<file path="config.mk">
export PLATFORM = sky130hd
export DESIGN_NAME = fog_loop_top
export DESIGN_NICKNAME = d
export VERILOG_FILES = /design/src/logic/fog_pkg.sv /design/src/logic/fog_cfg_if.sv /design/src/logic/fog_apb_regs.sv /design/src/logic/fog_demod.sv /design/src/logic/fog_err_fifo.sv /design/src/logic/fog_feedback.sv /design/src/logic/fog_loop_top.sv
export VERILOG_INCLUDE_DIRS = /design/src /design/src/logic
export SDC_FILE = /design/constraint.sdc
export NUM_CORES = 1
export LEC_CHECK = 0
export ABC_AREA = 1
export BUFFER_PORTS_ARGS = -buffer_cell sky130_fd_sc_hd__buf_2
export CAP_MARGIN = 25
export CORE_MARGIN = 2
export CORE_UTILIZATION = 55
export DETAILED_ROUTE_END_ITERATION = 8
export HOLD_SLACK_MARGIN = 0.02
export PLACE_DENSITY = 0.72
export SYNTH_ARGS = -nofsm -noshare
export SYNTH_HDL_FRONTEND = slang
export SYNTH_SLANG_ARGS = --single-unit
</file>
<file path="constraint.sdc">
create_clock -name i_clk -period 10 [get_ports i_clk]
set_input_delay 2 -clock i_clk [delete_from_list [all_inputs] [get_ports i_clk]]
set_output_delay 2 -clock i_clk [all_outputs]
set_load 0.02 [all_outputs]
</file>
<file path="src/logic/fog_macros.svh">
`ifndef FOG_MACROS_SVH
`define FOG_MACROS_SVH

// Datapath widths
`define FOG_WORD_W      32  // Register and error word
`define FOG_ADC_W       14  // ADC sample
`define FOG_DAC_W       16  // DAC word
`define FOG_FIFO_DEPTH  4   // Error FIFO entries
`define FOG_ADDR_W      8   // APB byte address

// APB register byte offsets
`define FOG_REG_CTRL    8'h00
`define FOG_REG_FREQ    8'h04  // Half-period length in clocks
`define FOG_REG_AMP_H   8'h08
`define FOG_REG_AMP_L   8'h0C
`define FOG_REG_WAIT    8'h10  // Samples skipped at start of each half
`define FOG_REG_OFFSET  8'h14
`define FOG_REG_CONST   8'h18  // Step used while feedback is off
`define FOG_REG_ERR     8'h1C  // Read only
`define FOG_REG_STEP    8'h20  // Read only
`define FOG_REG_STATUS  8'h24  // Read only, read clears overflow

// Reset value and clamp for half-period length
`define FOG_FREQ_RST    16
`define FOG_FREQ_MIN    4

`endif

</file>
<file path="src/logic/fog_pkg.sv">
`include "fog_macros.svh"

package fog_pkg;

	// Control register layout, bit 0 at the bottom
	typedef struct packed {
		logic [`FOG_WORD_W-9:0] reserved;   // Always reads zero
		logic [4:0]             gain_step;  // Error shift 0..31
		logic                   hold;       // Stalls the feedback pop
		logic                   polarity;   // Swap high/low in demod
		logic                   fb_on;      // Closed loop enable
	} ctrl_fields_t;

	// Signed error and step word
	typedef logic signed [`FOG_WORD_W-1:0] err_t;

	// One register word, seen either as a number or as control fields
	typedef union packed {
		err_t         value;
		ctrl_fields_t ctrl;
	} reg_word_u;

	// Raw converter words
	typedef logic signed [`FOG_ADC_W-1:0] sample_t;
	typedef logic [`FOG_DAC_W-1:0]        dac_t;  // Offset binary

endpackage
</file>
<file path="src/logic/fog_cfg_if.sv">
`timescale 1ns/1ns
`include "fog_macros.svh"

// Loop settings from the register bank
interface fog_cfg_if;
	import fog_pkg::*;

	ctrl_fields_t           ctrl;
	logic [`FOG_WORD_W-1:0] freq_cnt;    // Half-period length, unclamped
	err_t                   amp_h;       // Mod level, high half
	err_t                   amp_l;       // Mod level, low half
	logic [`FOG_WORD_W-1:0] wait_cnt;    // Settling samples per half
	err_t                   err_offset;
	err_t                   const_step;  // Open loop step

	// Register bank side
	modport regs_mp (output ctrl, freq_cnt, amp_h, amp_l, wait_cnt, err_offset, const_step);

	// Modulation and demodulation
	modport demod_mp (input freq_cnt, amp_h, amp_l, wait_cnt, err_offset, ctrl);

	// Step integrator
	modport fb_mp (input ctrl, const_step);

endinterface

</file>
<file path="src/logic/fog_apb_regs.sv">
`timescale 1ns/1ns
`include "fog_macros.svh"

module fog_apb_regs (
	input  logic                   i_clk,
	input  logic                   i_arst_n,
	input  logic                   i_psel,
	input  logic                   i_penable,
	input  logic                   i_pwrite,
	input  logic [`FOG_ADDR_W-1:0] i_paddr,
	input  logic [`FOG_WORD_W-1:0] i_pwdata,
	output logic [`FOG_WORD_W-1:0] o_prdata,
	output logic                   o_pready,
	output logic                   o_pslverr,
	fog_cfg_if.regs_mp             cfg,
	input  fog_pkg::err_t          i_err,         // Last demod error
	input  fog_pkg::err_t          i_step,        // Current feedback step
	input  logic [2:0]             i_fifo_level,
	input  logic                   i_overflow     // One-cycle drop pulse
);
	import fog_pkg::*;

	reg_word_u ctrl_q, freq_q, amp_h_q, amp_l_q, wait_q, offset_q, const_q;
	reg_word_u wr_word;   // PWDATA, two views
	reg_word_u ctrl_wr;   // Masked control write
	logic      access, wr_en, rd_en;
	logic      mapped, read_only;
	logic      ovf_q;     // Sticky overflow
	logic [`FOG_WORD_W-1:0] rdata, status;

	assign access  = i_psel & i_penable;  // Access phase only
	assign wr_word = i_pwdata;
	assign status  = {{(`FOG_WORD_W-9){1'b0}}, ovf_q, 5'b0, i_fifo_level};

	// Address decode and readback mux
	always_comb begin
		mapped    = 1'b1;
		read_only = 1'b0;
		case (i_paddr)
			`FOG_REG_CTRL:   rdata = ctrl_q;
			`FOG_REG_FREQ:   rdata = freq_q;
			`FOG_REG_AMP_H:  rdata = amp_h_q;
			`FOG_REG_AMP_L:  rdata = amp_l_q;
			`FOG_REG_WAIT:   rdata = wait_q;
			`FOG_REG_OFFSET: rdata = offset_q;
			`FOG_REG_CONST:  rdata = const_q;
			`FOG_REG_ERR: begin
				rdata     = i_err;
				read_only = 1'b1;
			end
			`FOG_REG_STEP: begin
				rdata     = i_step;
				read_only = 1'b1;
			end
			`FOG_REG_STATUS: begin
				rdata     = status;
				read_only = 1'b1;
			end
			default: begin
				rdata  = '0;
				mapped = 1'b0;  // Hole in the map
			end
		endcase
	end

	// Only the defined control fields are kept
	always_comb begin
		ctrl_wr                = '0;
		ctrl_wr.ctrl.fb_on     = wr_word.ctrl.fb_on;
		ctrl_wr.ctrl.polarity  = wr_word.ctrl.polarity;
		ctrl_wr.ctrl.hold      = wr_word.ctrl.hold;
		ctrl_wr.ctrl.gain_step = wr_word.ctrl.gain_step;
	end

	assign wr_en     = access & i_pwrite & mapped & ~read_only;
	assign rd_en     = access & ~i_pwrite;
	assign o_pslverr = access & (~mapped | (i_pwrite & read_only));
	assign o_pready  = 1'b1;                  // No wait states
	assign o_prdata  = rd_en ? rdata : '0;

	always_ff @(posedge i_clk or negedge i_arst_n) begin
		if (!i_arst_n) begin
			ctrl_q         <= '0;
			freq_q.value   <= `FOG_FREQ_RST;
			amp_h_q        <= '0;
			amp_l_q        <= '0;
			wait_q         <= '0;
			offset_q       <= '0;
			const_q        <= '0;
		end else if (wr_en) begin
			case (i_paddr)
				`FOG_REG_CTRL:   ctrl_q         <= ctrl_wr;
				`FOG_REG_FREQ:   freq_q.value   <= wr_word.value;
				`FOG_REG_AMP_H:  amp_h_q.value  <= wr_word.value;
				`FOG_REG_AMP_L:  amp_l_q.value  <= wr_word.value;
				`FOG_REG_WAIT:   wait_q.value   <= wr_word.value;
				`FOG_REG_OFFSET: offset_q.value <= wr_word.value;
				`FOG_REG_CONST:  const_q.value  <= wr_word.value;
				default:         ;              // Read-only already rejected
			endcase
		end
	end

	// New drop wins over a clearing read
	always_ff @(posedge i_clk or negedge i_arst_n) begin
		if (!i_arst_n)
			ovf_q <= 1'b0;
		else if (i_overflow)
			ovf_q <= 1'b1;
		else if (rd_en && i_paddr == `FOG_REG_STATUS)
			ovf_q <= 1'b0;
	end

	assign cfg.ctrl       = ctrl_q.ctrl;
	assign cfg.freq_cnt   = freq_q.value;
	assign cfg.amp_h      = amp_h_q.value;
	assign cfg.amp_l      = amp_l_q.value;
	assign cfg.wait_cnt   = wait_q.value;
	assign cfg.err_offset = offset_q.value;
	assign cfg.const_step = const_q.value;

endmodule

</file>
<file path="src/logic/fog_demod.sv">
`timescale 1ns/1ns
`include "fog_macros.svh"

module fog_demod (
	input  logic             i_clk,
	input  logic             i_arst_n,
	fog_cfg_if.demod_mp      cfg,
	input  fog_pkg::sample_t i_adc,
	output logic             o_sync,       // First cycle of high half
	output logic             o_err_valid,  // One pulse per period
	output fog_pkg::err_t    o_err,        // Held for readback
	output fog_pkg::err_t    o_mod_level
);
	import fog_pkg::*;

	logic                   half_lo;  // High half first
	logic [`FOG_WORD_W-1:0] k_q;      // Cycle index within half
	logic [`FOG_WORD_W-1:0] len_q;    // Half length latched at k == 0
	logic [`FOG_WORD_W-1:0] len_cfg, len_now;
	logic                   last, gate;
	err_t                   adc_ext, add, sum_h, sum_l, sum_l_nxt, diff;

	// Clamp to the minimum half length
	assign len_cfg = (cfg.freq_cnt < `FOG_FREQ_MIN) ? `FOG_FREQ_MIN : cfg.freq_cnt;
	assign len_now = (k_q == '0) ? len_cfg : len_q;
	assign last    = (k_q == len_now - 1'b1);

	assign adc_ext   = i_adc;                        // Sign extend
	assign gate      = (k_q >= cfg.wait_cnt);        // Past settling
	assign add       = gate ? adc_ext : '0;
	assign sum_l_nxt = sum_l + add;                  // Includes final sample
	assign diff      = cfg.ctrl.polarity ? (sum_l_nxt - sum_h) : (sum_h - sum_l_nxt);

	assign o_mod_level = half_lo ? cfg.amp_l : cfg.amp_h;

	always_ff @(posedge i_clk or negedge i_arst_n) begin
		if (!i_arst_n) begin
			half_lo     <= 1'b0;
			k_q         <= '0;
			len_q       <= '0;
			sum_h       <= '0;
			sum_l       <= '0;
			o_sync      <= 1'b0;
			o_err_valid <= 1'b0;
			o_err       <= '0;
		end else begin
			o_sync      <= last & half_lo;  // Next cycle starts a period
			o_err_valid <= last & half_lo;
			if (k_q == '0)
				len_q <= len_cfg;
			if (last) begin
				k_q     <= '0;
				half_lo <= ~half_lo;
			end else begin
				k_q <= k_q + 1'b1;
			end
			if (!half_lo) begin
				sum_h <= sum_h + add;
			end else if (last) begin
				// End of period, emit and restart both sums
				o_err <= diff - cfg.err_offset;
				sum_h <= '0;
				sum_l <= '0;
			end else begin
				sum_l <= sum_l_nxt;
			end
		end
	end

endmodule

</file>
<file path="src/logic/fog_err_fifo.sv">
`timescale 1ns/1ns
`include "fog_macros.svh"

module fog_err_fifo (
	input  logic                               i_clk,
	input  logic                               i_arst_n,
	input  logic                               i_push,
	input  fog_pkg::err_t                      i_data,
	output logic                               o_valid,
	output fog_pkg::err_t                      o_data,
	input  logic                               i_ready,
	output logic [$clog2(`FOG_FIFO_DEPTH):0]   o_level,
	output logic                               o_overflow  // Dropped push
);
	import fog_pkg::*;

	localparam int PTR_W = $clog2(`FOG_FIFO_DEPTH);

	err_t             mem [`FOG_FIFO_DEPTH];
	logic [PTR_W-1:0] wr_ptr, rd_ptr;  // Wrap at depth
	logic             full, do_push, do_pop;

	assign full       = (o_level == `FOG_FIFO_DEPTH);
	assign do_push    = i_push & ~full;      // Producer never stalls
	assign do_pop     = o_valid & i_ready;
	assign o_overflow = i_push & full;
	assign o_valid    = (o_level != '0);
	assign o_data     = mem[rd_ptr];

	always_ff @(posedge i_clk) begin
		if (do_push)
			mem[wr_ptr] <= i_data;
	end

	always_ff @(posedge i_clk or negedge i_arst_n) begin
		if (!i_arst_n) begin
			wr_ptr  <= '0;
			rd_ptr  <= '0;
			o_level <= '0;
		end else begin
			if (do_push)
				wr_ptr <= wr_ptr + 1'b1;
			if (do_pop)
				rd_ptr <= rd_ptr + 1'b1;
			o_level <= o_level + do_push - do_pop;  // Both cancel
		end
	end

endmodule

</file>
<file path="src/logic/fog_feedback.sv">
`timescale 1ns/1ns
`include "fog_macros.svh"

module fog_feedback (
	input  logic          i_clk,
	input  logic          i_arst_n,
	fog_cfg_if.fb_mp      cfg,
	input  logic          i_valid,
	input  fog_pkg::err_t i_err,
	output logic          o_ready,
	input  fog_pkg::err_t i_mod_level,
	output fog_pkg::err_t o_step,
	output fog_pkg::dac_t o_dac
);
	import fog_pkg::*;

	err_t step_q;
	err_t ramp_q;  // Phase ramp, wraps
	err_t inc;
	logic pop;
	logic upd_q;   // Step changed last cycle

	assign o_ready = ~cfg.ctrl.hold;             // Back-pressure
	assign pop     = i_valid & o_ready;
	assign inc     = i_err >>> cfg.ctrl.gain_step;  // Arithmetic gain
	assign o_step  = step_q;

	always_ff @(posedge i_clk or negedge i_arst_n) begin
		if (!i_arst_n) begin
			step_q <= '0;
			ramp_q <= '0;
			upd_q  <= 1'b0;
			o_dac  <= '0;
		end else begin
			upd_q <= pop;
			if (pop)
				step_q <= cfg.ctrl.fb_on ? (step_q + inc) : cfg.const_step;
			if (upd_q)
				ramp_q <= ramp_q + step_q;  // New step lands here
			// Ramp top bits plus mod level, 16-bit wrap
			o_dac <= ramp_q[`FOG_WORD_W-1 -: `FOG_DAC_W] + i_mod_level[`FOG_DAC_W-1:0];
		end
	end

endmodule

</file>
<file path="src/logic/fog_loop_top.sv">
`timescale 1ns/1ns
`include "fog_macros.svh"

module fog_loop_top (
	input  logic                   i_clk,
	input  logic                   i_arst_n,
	input  logic                   i_psel,
	input  logic                   i_penable,
	input  logic                   i_pwrite,
	input  logic [`FOG_ADDR_W-1:0] i_paddr,
	input  logic [`FOG_WORD_W-1:0] i_pwdata,
	output logic [`FOG_WORD_W-1:0] o_prdata,
	output logic                   o_pready,
	output logic                   o_pslverr,
	input  fog_pkg::sample_t       i_adc,
	output fog_pkg::dac_t          o_dac,
	output logic                   o_sync
);
	import fog_pkg::*;

	err_t       err, fifo_data, mod_level, step;
	logic       err_valid, fifo_valid, fb_ready, overflow;
	logic [2:0] fifo_level;

	fog_cfg_if cfg_if ();  // Settings bundle

	fog_apb_regs u_regs (
		.i_clk        (i_clk),
		.i_arst_n     (i_arst_n),
		.i_psel       (i_psel),
		.i_penable    (i_penable),
		.i_pwrite     (i_pwrite),
		.i_paddr      (i_paddr),
		.i_pwdata     (i_pwdata),
		.o_prdata     (o_prdata),
		.o_pready     (o_pready),
		.o_pslverr    (o_pslverr),
		.cfg          (cfg_if.regs_mp),
		.i_err        (err),
		.i_step       (step),
		.i_fifo_level (fifo_level),
		.i_overflow   (overflow)
	);

	// Producer
	fog_demod u_demod (
		.i_clk       (i_clk),
		.i_arst_n    (i_arst_n),
		.cfg         (cfg_if.demod_mp),
		.i_adc       (i_adc),
		.o_sync      (o_sync),
		.o_err_valid (err_valid),
		.o_err       (err),
		.o_mod_level (mod_level)
	);

	fog_err_fifo u_fifo (
		.i_clk      (i_clk),
		.i_arst_n   (i_arst_n),
		.i_push     (err_valid),
		.i_data     (err),
		.o_valid    (fifo_valid),
		.o_data     (fifo_data),
		.i_ready    (fb_ready),
		.o_level    (fifo_level),
		.o_overflow (overflow)
	);

	// Consumer
	fog_feedback u_fb (
		.i_clk       (i_clk),
		.i_arst_n    (i_arst_n),
		.cfg         (cfg_if.fb_mp),
		.i_valid     (fifo_valid),
		.i_err       (fifo_data),
		.o_ready     (fb_ready),
		.i_mod_level (mod_level),
		.o_step      (step),
		.o_dac       (o_dac)
	);

endmodule

</file>
======== Yosys cells after proc, flatten, opt, wreduce, memory -nomap -nowiden ========
Memory sizes are Yosys's and may differ from the RTL's.
Index checks and enable logic that the tools add are counted.
word-level totals
  logic and storage cells ................. 103
  memories kept ........................... 1
  register bits after elaboration ......... 451
  RAM bits ................................ 128
  input bits .............................. 59
  output and inout bits ................... 51
memory list
  memory      words  bits a word  read ports  clocked after Yosys merged registers in  write ports  RTL line            text
  u_fifo.mem  4      32           1           0                                        1            fog_err_fifo.sv:19  err_t mem [`FOG_FIFO_DEPTH];
cells by class
  reduce and logical (&&, ||, !) cells .... 15
  add/subtract/negate cells ............... 14
  order comparisons ....................... 2
  equal/unequal tests ..................... 12
  shift operators ......................... 1
  bitwise operators ....................... 18
  muxes and demuxes ....................... 18
operator list
  operator                                                                count
  32-bit two-way mux                                                      10
  32-bit one-hot mux with 10 select lines                                 1
  32-bit adder                                                            4
  32-bit subtractor                                                       3
  32-bit by 1-bit adder with 32-bit output (second input constant)        1
  32-bit == test                                                          1
  8-bit by 5-bit == test with 1-bit output (second input constant)        4
  32-bit greater-or-equal comparator                                      1
  32-bit zero test                                                        1
  32-bit by 3-bit < comparator with 1-bit output (second input constant)  1
  32-bit by 5-bit >>> shifter with 32-bit output                          1
  32-bit by 1-bit subtractor with 32-bit output (second input constant)   1
  16-bit adder                                                            1
  8-bit by 4-bit == test with 1-bit output (second input constant)        2
  8-bit by 6-bit == test with 1-bit output (second input constant)        2
  16-bit two-way mux                                                      1
  2-bit AND reduction                                                     8
  1-bit bitwise AND                                                       11
  10-bit OR reduction                                                     1
  8-bit by 3-bit == test with 1-bit output (second input constant)        1
  8-bit zero test                                                         1
  1-bit two-way mux                                                       6
  1-bit NOT                                                               6
  2-bit by 1-bit adder with 2-bit output (second input constant)          2
  9 further kinds                                                         9

======== Logic depth before layout (Yosys ltp) ========
Gate-level depths: netlist of run 1.
  word-level depth ........................ 7
  mapped depth ............................ 53
  depth with buffers taken out ............ 53

======== By module ========
A second synthesis of run 1 with hierarchy kept.
second synthesis, totals
  cell total of the unflattened synthesis .. 6642
  area total of the unflattened synthesis .. 44610.3 µm²
by module, submodules not included
  module        area each (µm²)  cells each  times used
  fog_demod     18642.9          2979        1
  fog_apb_regs  10796.6          1497        1
  fog_feedback  9699.3           1700        1
  fog_err_fifo  5471.5           466         1

======== Least setup slack after synthesis of run 1 ========
OpenSTA, ideal clock, no wires.
  path kind ............................... input to register
  start point ............................. in i_adc[13]
  end point ............................... reg u_demod.o_err[29]
  path buffers ............................ 0
  path slack .............................. 2617 ps
  arrival time ............................ 7261 ps
  stages .................................. 32
  required time ........................... 9879 ps
  path through ............................ nand2_1 inv_1 ha_1 a21oi_1 inv_1 a31oi_1 o21ai_0 inv_1 nand2_1 xnor2_1 inv_1 ha_1 nand2_1 nor2_1 nand4_1 inv_1 nand2_1 o2111ai_1 a221oi_1 o21ai_0 a21oi_1 xor2_1 inv_1 ha_1 nand2_1 nor2_1 nand2_1 or4_1 o221ai_1 a211oi_1 xor2_1 o21ai_2
between the ends
  longest elaborated chain between the ends .. 5
RTL lines
  what                    RTL line            text
  start: declaration      fog_loop_top.sv:15  input fog_pkg::sample_t i_adc,
  32-bit two-way mux *    fog_demod.sv:30     assign add = gate ? adc_ext : '0;
  32-bit adder *          fog_demod.sv:31     assign sum_l_nxt = sum_l + add;
  32-bit subtractor       fog_demod.sv:32     assign diff = cfg.ctrl.polarity ? (sum_l_nxt - sum_h) : (sum_h - sum_l_nxt);
  32-bit two-way mux *    fog_demod.sv:32
  32-bit subtractor *     fog_demod.sv:61     o_err <= diff - cfg.err_offset;
  end signal: assignment  fog_demod.sv:61
  end: declaration        fog_demod.sv:11     output fog_pkg::err_t o_err,
Every way passes the cells marked *; elsewhere a longest branch is shown, timed or not.
A chain may end at the register's enable or synchronous reset.

======== Final worst setup path of run 1 ========
  start point ............................. reg u_demod.k_q[29]
  end point ............................... reg u_demod.o_err[31]
between the ends
  longest elaborated chain between the ends .. 6
RTL lines
  what                                RTL line         text
  start: declaration                  fog_demod.sv:17  logic [`FOG_WORD_W-1:0] k_q;
  start signal: assignment            fog_demod.sv:55  k_q <= k_q + 1'b1;
  32-bit greater-or-equal comparator  fog_demod.sv:29  assign gate = (k_q >= cfg.wait_cnt);
  32-bit two-way mux                  fog_demod.sv:30
  32-bit adder                        fog_demod.sv:31
  32-bit subtractor                   fog_demod.sv:32
  32-bit two-way mux                  fog_demod.sv:32
  32-bit subtractor                   fog_demod.sv:61
Parallel ways exist; a longest one is shown, timed or not.

==> results of run 1 <==
-- flip-flops by register name, indices dropped and copies added (netlist names), 3 cells and up --
signal and count:
u_regs.cfg.amp_l 32, u_fb.ramp_q 32, u_demod.len_q 32, u_demod.sum_l 32, u_fb.o_dac 16, u_fifo.mem 128
u_demod.o_err 32, u_regs.cfg.freq_cnt 32, u_regs.cfg.const_step 32, u_fb.o_step 32, u_regs.cfg.ctrl 8, u_demod.sum_h 32
u_regs.cfg.wait_cnt 32, u_regs.cfg.err_offset 32, u_regs.cfg.amp_h 32, u_fifo.o_level 3, u_demod.k_q 32
-- layout by cell type, fill, tap and decap left out, drive strengths merged, types with 8 or more instances in the layout --
master	count
a211oi	20
a21boi	18
a21o	16
a21oi	361
a221oi	41
a31oi	64
a32o	28
buf	147
bufinv	11
clkbuf	92
clkinv	25
dfrtp	450
edfxtp	128
ha	265
inv	657
nand2	1387
nand3	205
nand3b	11
nand4	37
nor2	441
nor3	42
nor3b	8
nor4	11
o211ai	21
o21a	47
o21ai	606
o21bai	14
o221ai	18
o22ai	47
o31ai	9
xnor2	68
xor2	128
-- routing by layer --
layer | vias up | GRT usage
met5 | - | 0
met2 | 1918 | 0.588
li1 | 18116 | -
met4 | 8 | 0.231
met3 | 434 | 0.0831
met1 | 18219 | 0.527
-- final cells by class --
cell class,instances,share of cell area
antenna,3,0.000170
clock buffer,91,0.0437
clock inverter,38,0.0141
inverter,661,0.0562
multi-input combinational,3967,0.494
sequential,579,0.343
tap,959,0.0272
timing repair buffer,148,0.0219
-- synth_stat cells (36+ instances only) --
| cell type | n | area (µm²) |
|---|---|---|
| ha_1 | 265 | 3320 |
| nand3_1 | 202 | 1010 |
| a221oi_1 | 41 | 359 |
| a21oi_1 | 361 | 1810 |
| o21a_1 | 46 | 345 |
| edfxtp_1 | 128 | 3840 |
| nor2_1 | 425 | 1600 |
| o22ai_1 | 47 | 294 |
| inv_1 | 644 | 2420 |
| nand4_1 | 36 | 225 |
| xnor2_1 | 68 | 596 |
| clkbuf_1 | 137 | 514 |
| a31oi_1 | 64 | 400 |
| nor3_1 | 42 | 210 |
| dfrtp_1 | 450 | 11300 |
| o21ai_0 | 562 | 2810 |
| xor2_1 | 128 | 1120 |
| nand2_1 | 1383 | 5190 |
-- metrics by stage --
| stage | utilization | cells | instance area (µm²) |
|---|---|---|---|
| after floorplan | - | 5385 | 40100 |
| after global placement | 0.571 | 6307 | 41500 |
| after detailed placement | 0.572 | 6310 | 41500 |
| after CTS | 0.607 | 6439 | 44100 |
| after global routing | 0.608 | 6444 | 44200 |
| final | 0.608 | 6446 | 44200 |
-- worst paths after layout --
check | to | depth (start not counted) | startpoint | slack, ns
max reg2reg | u_demod.o_err[31]$_DFFE_PN0P_ | 39 | u_demod.k_q[29]$_DFF_PN0_ | 1.22
min | u_regs.cfg.const_step[5]$_DFFE_PN0P_ | 2 | u_regs.cfg.const_step[5]$_DFFE_PN0P_ | 0.49
min in group asynchronous | u_demod.sum_h[16]$_DFFE_PN0P_ | 1 | i_arst_n | 1.32
max | u_demod.o_err[31]$_DFFE_PN0P_ | 39 | u_demod.k_q[29]$_DFF_PN0_ | 1.22
min reg2reg | u_regs.cfg.const_step[5]$_DFFE_PN0P_ | 2 | u_regs.cfg.const_step[5]$_DFFE_PN0P_ | 0.49
max in group asynchronous | u_demod.o_err[12]$_DFFE_PN0P_ | 2 | i_arst_n | 7.22
-- logic make-up (layout without fill, tap and decap cells) --
| group | count (synthesis) | after routing | share of synthesized area |
|---|---|---|---|
| adders and majority gates | 272 | 272 | 0.0861 |
| AOI/OAI and AO/OA | 1336 | 1336 | 0.194 |
| xor gates and xnor gates | 196 | 196 | 0.0428 |
| DFF | 579 | 579 | 0.377 |
| other | 1 | 4 | 0.0000934 |
| and+or+nand+nor | 2155 | 2155 | 0.218 |
| muxes | 7 | 7 | 0.00175 |
| buffers and inverters | 839 | 938 | 0.0812 |
-- worst max-delay path: cells and delay by family, from the launching register on --
family	cells	cell delay, ns
buffers and inverters	4	0.55
AND/OR/NAND/NOR	19	2.86
XOR/XNOR	2	0.45
AO/OA/AOI/OAI	10	3.03
adder cells (fa/ha/maj)	4	1.27
flip-flops	1	0.43
==> run metrics, run 1 <==
top sig layer met5; CP Capture Type flop; die height 274 µm; gr ovfl total 0; Starting Density 0.553; post-CTS resize count 0; Slew Viols, Final 0; Layout area overhead 9.99%; net count after synthesis 5,716; Worst-path clk slew 0.06 ns; number of port buffers between 100 and 150; number of antenna violations at the first check in global routing 8; I/O pin cnt 110; pin count of the biggest net entering global routing around 160; # rows between 90 and 100; Hold Buf Count CTS 0; Residual DRC 0; drt wl/cell 23.1 µm; Worst-Margin Slew approximately 1.1 ns; top_reg_cell synth dfrtp_1; Core ar. between 70,000 and 80,000 µm²; RSZ-0062 raised after global routing no; CTS tree built; antenna viol nets, final 0; Synth Cell Area about 40,000 µm²; vias per cell 6.00; Synth Instances 5,385; final setup margin around 1.2 ns; vias in the first global route 35,783; share of layout cells above drive strength 1 0.0662; CP arrival ~9.3 ns; met1 wire length just over 60,000 µm; drt initial violations 4,856; yosys warns 0; FF+latch count, synth approximately 580; CTS root buf clkbuf_16; cell mode on critical path nand2_1; Yosys cell types 63; number of H-tree levels 3; Slew headroom 0.291; FFs w/ async S/R, synth 0.779; Die Wd about 270 µm; vias post-DR 38,695; Fillers ~6,800; WHS roughly 0.49 ns; worst-case clock skew roughly 0.045 ns; Final Setup Violations 0; DP Wirelength between 100,000 and 150,000 µm; crit path launch type flop; WL met2 about 64,000 µm; clock latency on the worst-skew pair 0.65 ns; Seq/Total Area, Yosys 0.377; routed wl met3 ~15,000 µm; post-placement setup slack between 1 and 1.5 ns; final critical-path required period just under 9 ns; number of synthesized flops with an enable pin approximately 130; Critical Path RT 10.52 ns; slowest stage delay, CP 0.56 ns; Reg area about 15,000 µm²; Setup TNS 0 ns; Clock Path Buffers 3; crit path kind reg2reg; Setup Buffers After CTS 0; CTS sink count between 500 and 600; status finished clean; crit path max fanout 17; HP Class reg2reg; clock buffer count from CTS 70; Mean Syn Cell Area about 7.5 µm²; CP max-delay cell a221oi_1; Period Utilization, post-route 0.878; area of the die 75,200 µm²; Pre-antenna DRT Iters 8; Tot GR Track Use 0.393; RD Place Congestion just over 1; multi-input combinational cell area 21,800 µm²; max cap viols 0; FMAX 0.114 GHz; Post-layout nets approximately 5,800; final hold viol count 0; first-pass GRT wire length 221,000 µm; Detailed Route WL ~150,000 µm
Power of run 1 is not shown: default switching activity piles up to over one toggle a cycle in this logic, so the estimate is an artifact.
==> run 2: changes to the inputs <==
RECOVER_POWER = 100   (was unset)
==> run 2 against run 1 <==
The flow now finishes with violations (max-capacitance violations, max-slew violations). Cell count is the same. Register-to-register slack lost 0.26 ns. Die area is the same. Routed wire length is essentially flat. Count of clock-buffer cells in the layout is the same.
==> run metrics, run 2 (synthesis gave the netlist of run 1 again) <==
CTS tree built; met1 Use GR 0.527; Critical Path RT 8.00 ns; vias post-DR 38,834; crit path launch type input pin; RSZ-0062 raised after global routing no; hold path cells 2; cell mode on critical path inv_1; status finished, violations left; vias in the first global route between 30,000 and 40,000; failing checks max-capacitance violations, max-slew violations; clock buffer count from CTS 70; crit path max fanout 18; Clock Path Buffers 3; number of port buffers 108; Layout area overhead 9.02%; Largest Register u_fifo.mem; share of layout cells above drive strength 1 0.0460; WP buf/inv 7; Starting Density 0.553; Tot GR Track Use 0.393; RD Place Congestion around 1.0; CTS root buf clkbuf_16; Residual DRC 0; CP max-delay cell clkbuf_1; Setup TNS 0 ns; Core ar. 72,600 µm²; crit-path leading delay family buffers and inverters; FMAX approximately 0.11 GHz; drt initial violations approximately 4,800; Post-layout nets ~5,800; Die Wd 274 µm; # rows 99; crit path kind in2out; Period Utilization, post-route 0.916; worst-case clock skew a little over 0.05 ns; DP Wirelength 114,000 µm; commonest non-fill, non-tap cells in the layout 1,381 x nand2_1, 644 x inv_1, 596 x o21ai_0, 448 x dfrtp_1, 424 x nor2_1; Hold Buf Count CTS 0; Slew headroom -1.99; HP Class reg2reg; clock latency on the worst-skew pair 0.66 ns; antenna viol nets, final 0; max cap viols 21; area of the die ~75,000 µm²; number of flip-flops in the largest register 128; critical-path cell list buf_2 > nor2_1 > inv_1 > nor2_1 > inv_1 > nor2_1 > inv_1 > nor2_2 > clkbuf_1 > inv_1 > o22ai_1 > a211oi_1 > a41oi_1 > clkbuf_1; die height around 270 µm; Worst-Margin Slew approximately 4.5 ns; drt wl/cell between 20 and 25 µm; Pre-antenna DRT Iters 7; post-CTS resize count 0; vias per cell 6.02; slowest stage delay, CP between 1 and 1.5 ns; met2 GRT Util 0.588; leading cell type in the layout, fill and taps excluded nand2_1; CTS sink count ~580; CP Capture Type output port; Worst path depth 14; number of antenna violations at the first check in global routing 9; met3 Resource Use GR 0.0831; first-pass GRT wire length around 220,000 µm; Detailed Route WL about 150,000 µm; Slew Viols, Final roughly 950; Final Setup Violations 0; worst r2r path cells 24; gr busiest metal met2; number of H-tree levels 3; gr ovfl total 0; final critical-path required period ~9.2 ns; I/O pin cnt 110; Setup Buffers After CTS 0; CP arrival 7.16 ns; final hold viol count 0; Worst-path clk slew 0.06 ns; pin count of the biggest net entering global routing 158
run 2: worst register-to-register path, delay by kind of cell (launching register included):
family                     cells  cell delay [ns]
xor gates and xnor gates       1             0.13
adders and majority gates      1             0.33
buffers and inverters          5             2.43
AOI/OAI and AO/OA              1             0.10
and+or+nand+nor               16             5.50
DFF                            1             0.42
run 2: final timing paths:
path | start | slack [ns] | to
setup / recovery | i_paddr[7] | 0.84 | o_prdata[24]
min in group asynchronous | i_arst_n | 2.95 | u_demod.sum_h[16]$_DFFE_PN0P_
max in group asynchronous | i_arst_n | 3.44 | u_demod.o_err[11]$_DFFE_PN0P_
hold / removal | u_fb.ramp_q[0]$_DFFE_PN0P_ | 0.49 | u_fb.ramp_q[0]$_DFFE_PN0P_
setup reg to reg | u_demod.k_q[0]$_DFF_PN0_ | 0.96 | u_demod.o_err[21]$_DFFE_PN0P_
hold reg to reg | u_fb.ramp_q[0]$_DFFE_PN0P_ | 0.49 | u_fb.ramp_q[0]$_DFFE_PN0P_
run 2: layout make-up:
class | instances | area [µm²]
antenna | 3 | 7.51
tap | 959 | 1200
inverter | 661 | 2480
fill | 6875 | 28800
clock inverter | 38 | 623
timing repair buffer | 148 | 738
multi-input combinational | 3967 | 21700
sequential | 579 | 15100
clock buffer | 91 | 1930
run 2: per-layer routing:
layer  wire, µm  vias to the layer above  share of wire
met4      10200                       10          0.068
met3      14900                      458           0.10
met5         61                        -        0.00041
met2      63500                     1978           0.43
li1           -                    18126              -
met1      60600                    18262           0.41
run 2: per-stage QoR:
stage          setup WS (ns)   util  instances  instance area [µm²]  hold slack (ns)
2_1_floorplan           2.62      -       5385                40100            0.446
3_3_place_gp            1.73  0.571       6307                41500            0.462
3_5_place_dp            1.48  0.572       6310                41500            0.472
4_1_cts                 1.41  0.607       6439                44100            0.487
5_1_grt                0.363  0.603       6444                43800            0.499
6_report               0.838  0.603       6446                43800            0.485
Power of run 2 is left out for the same reason.
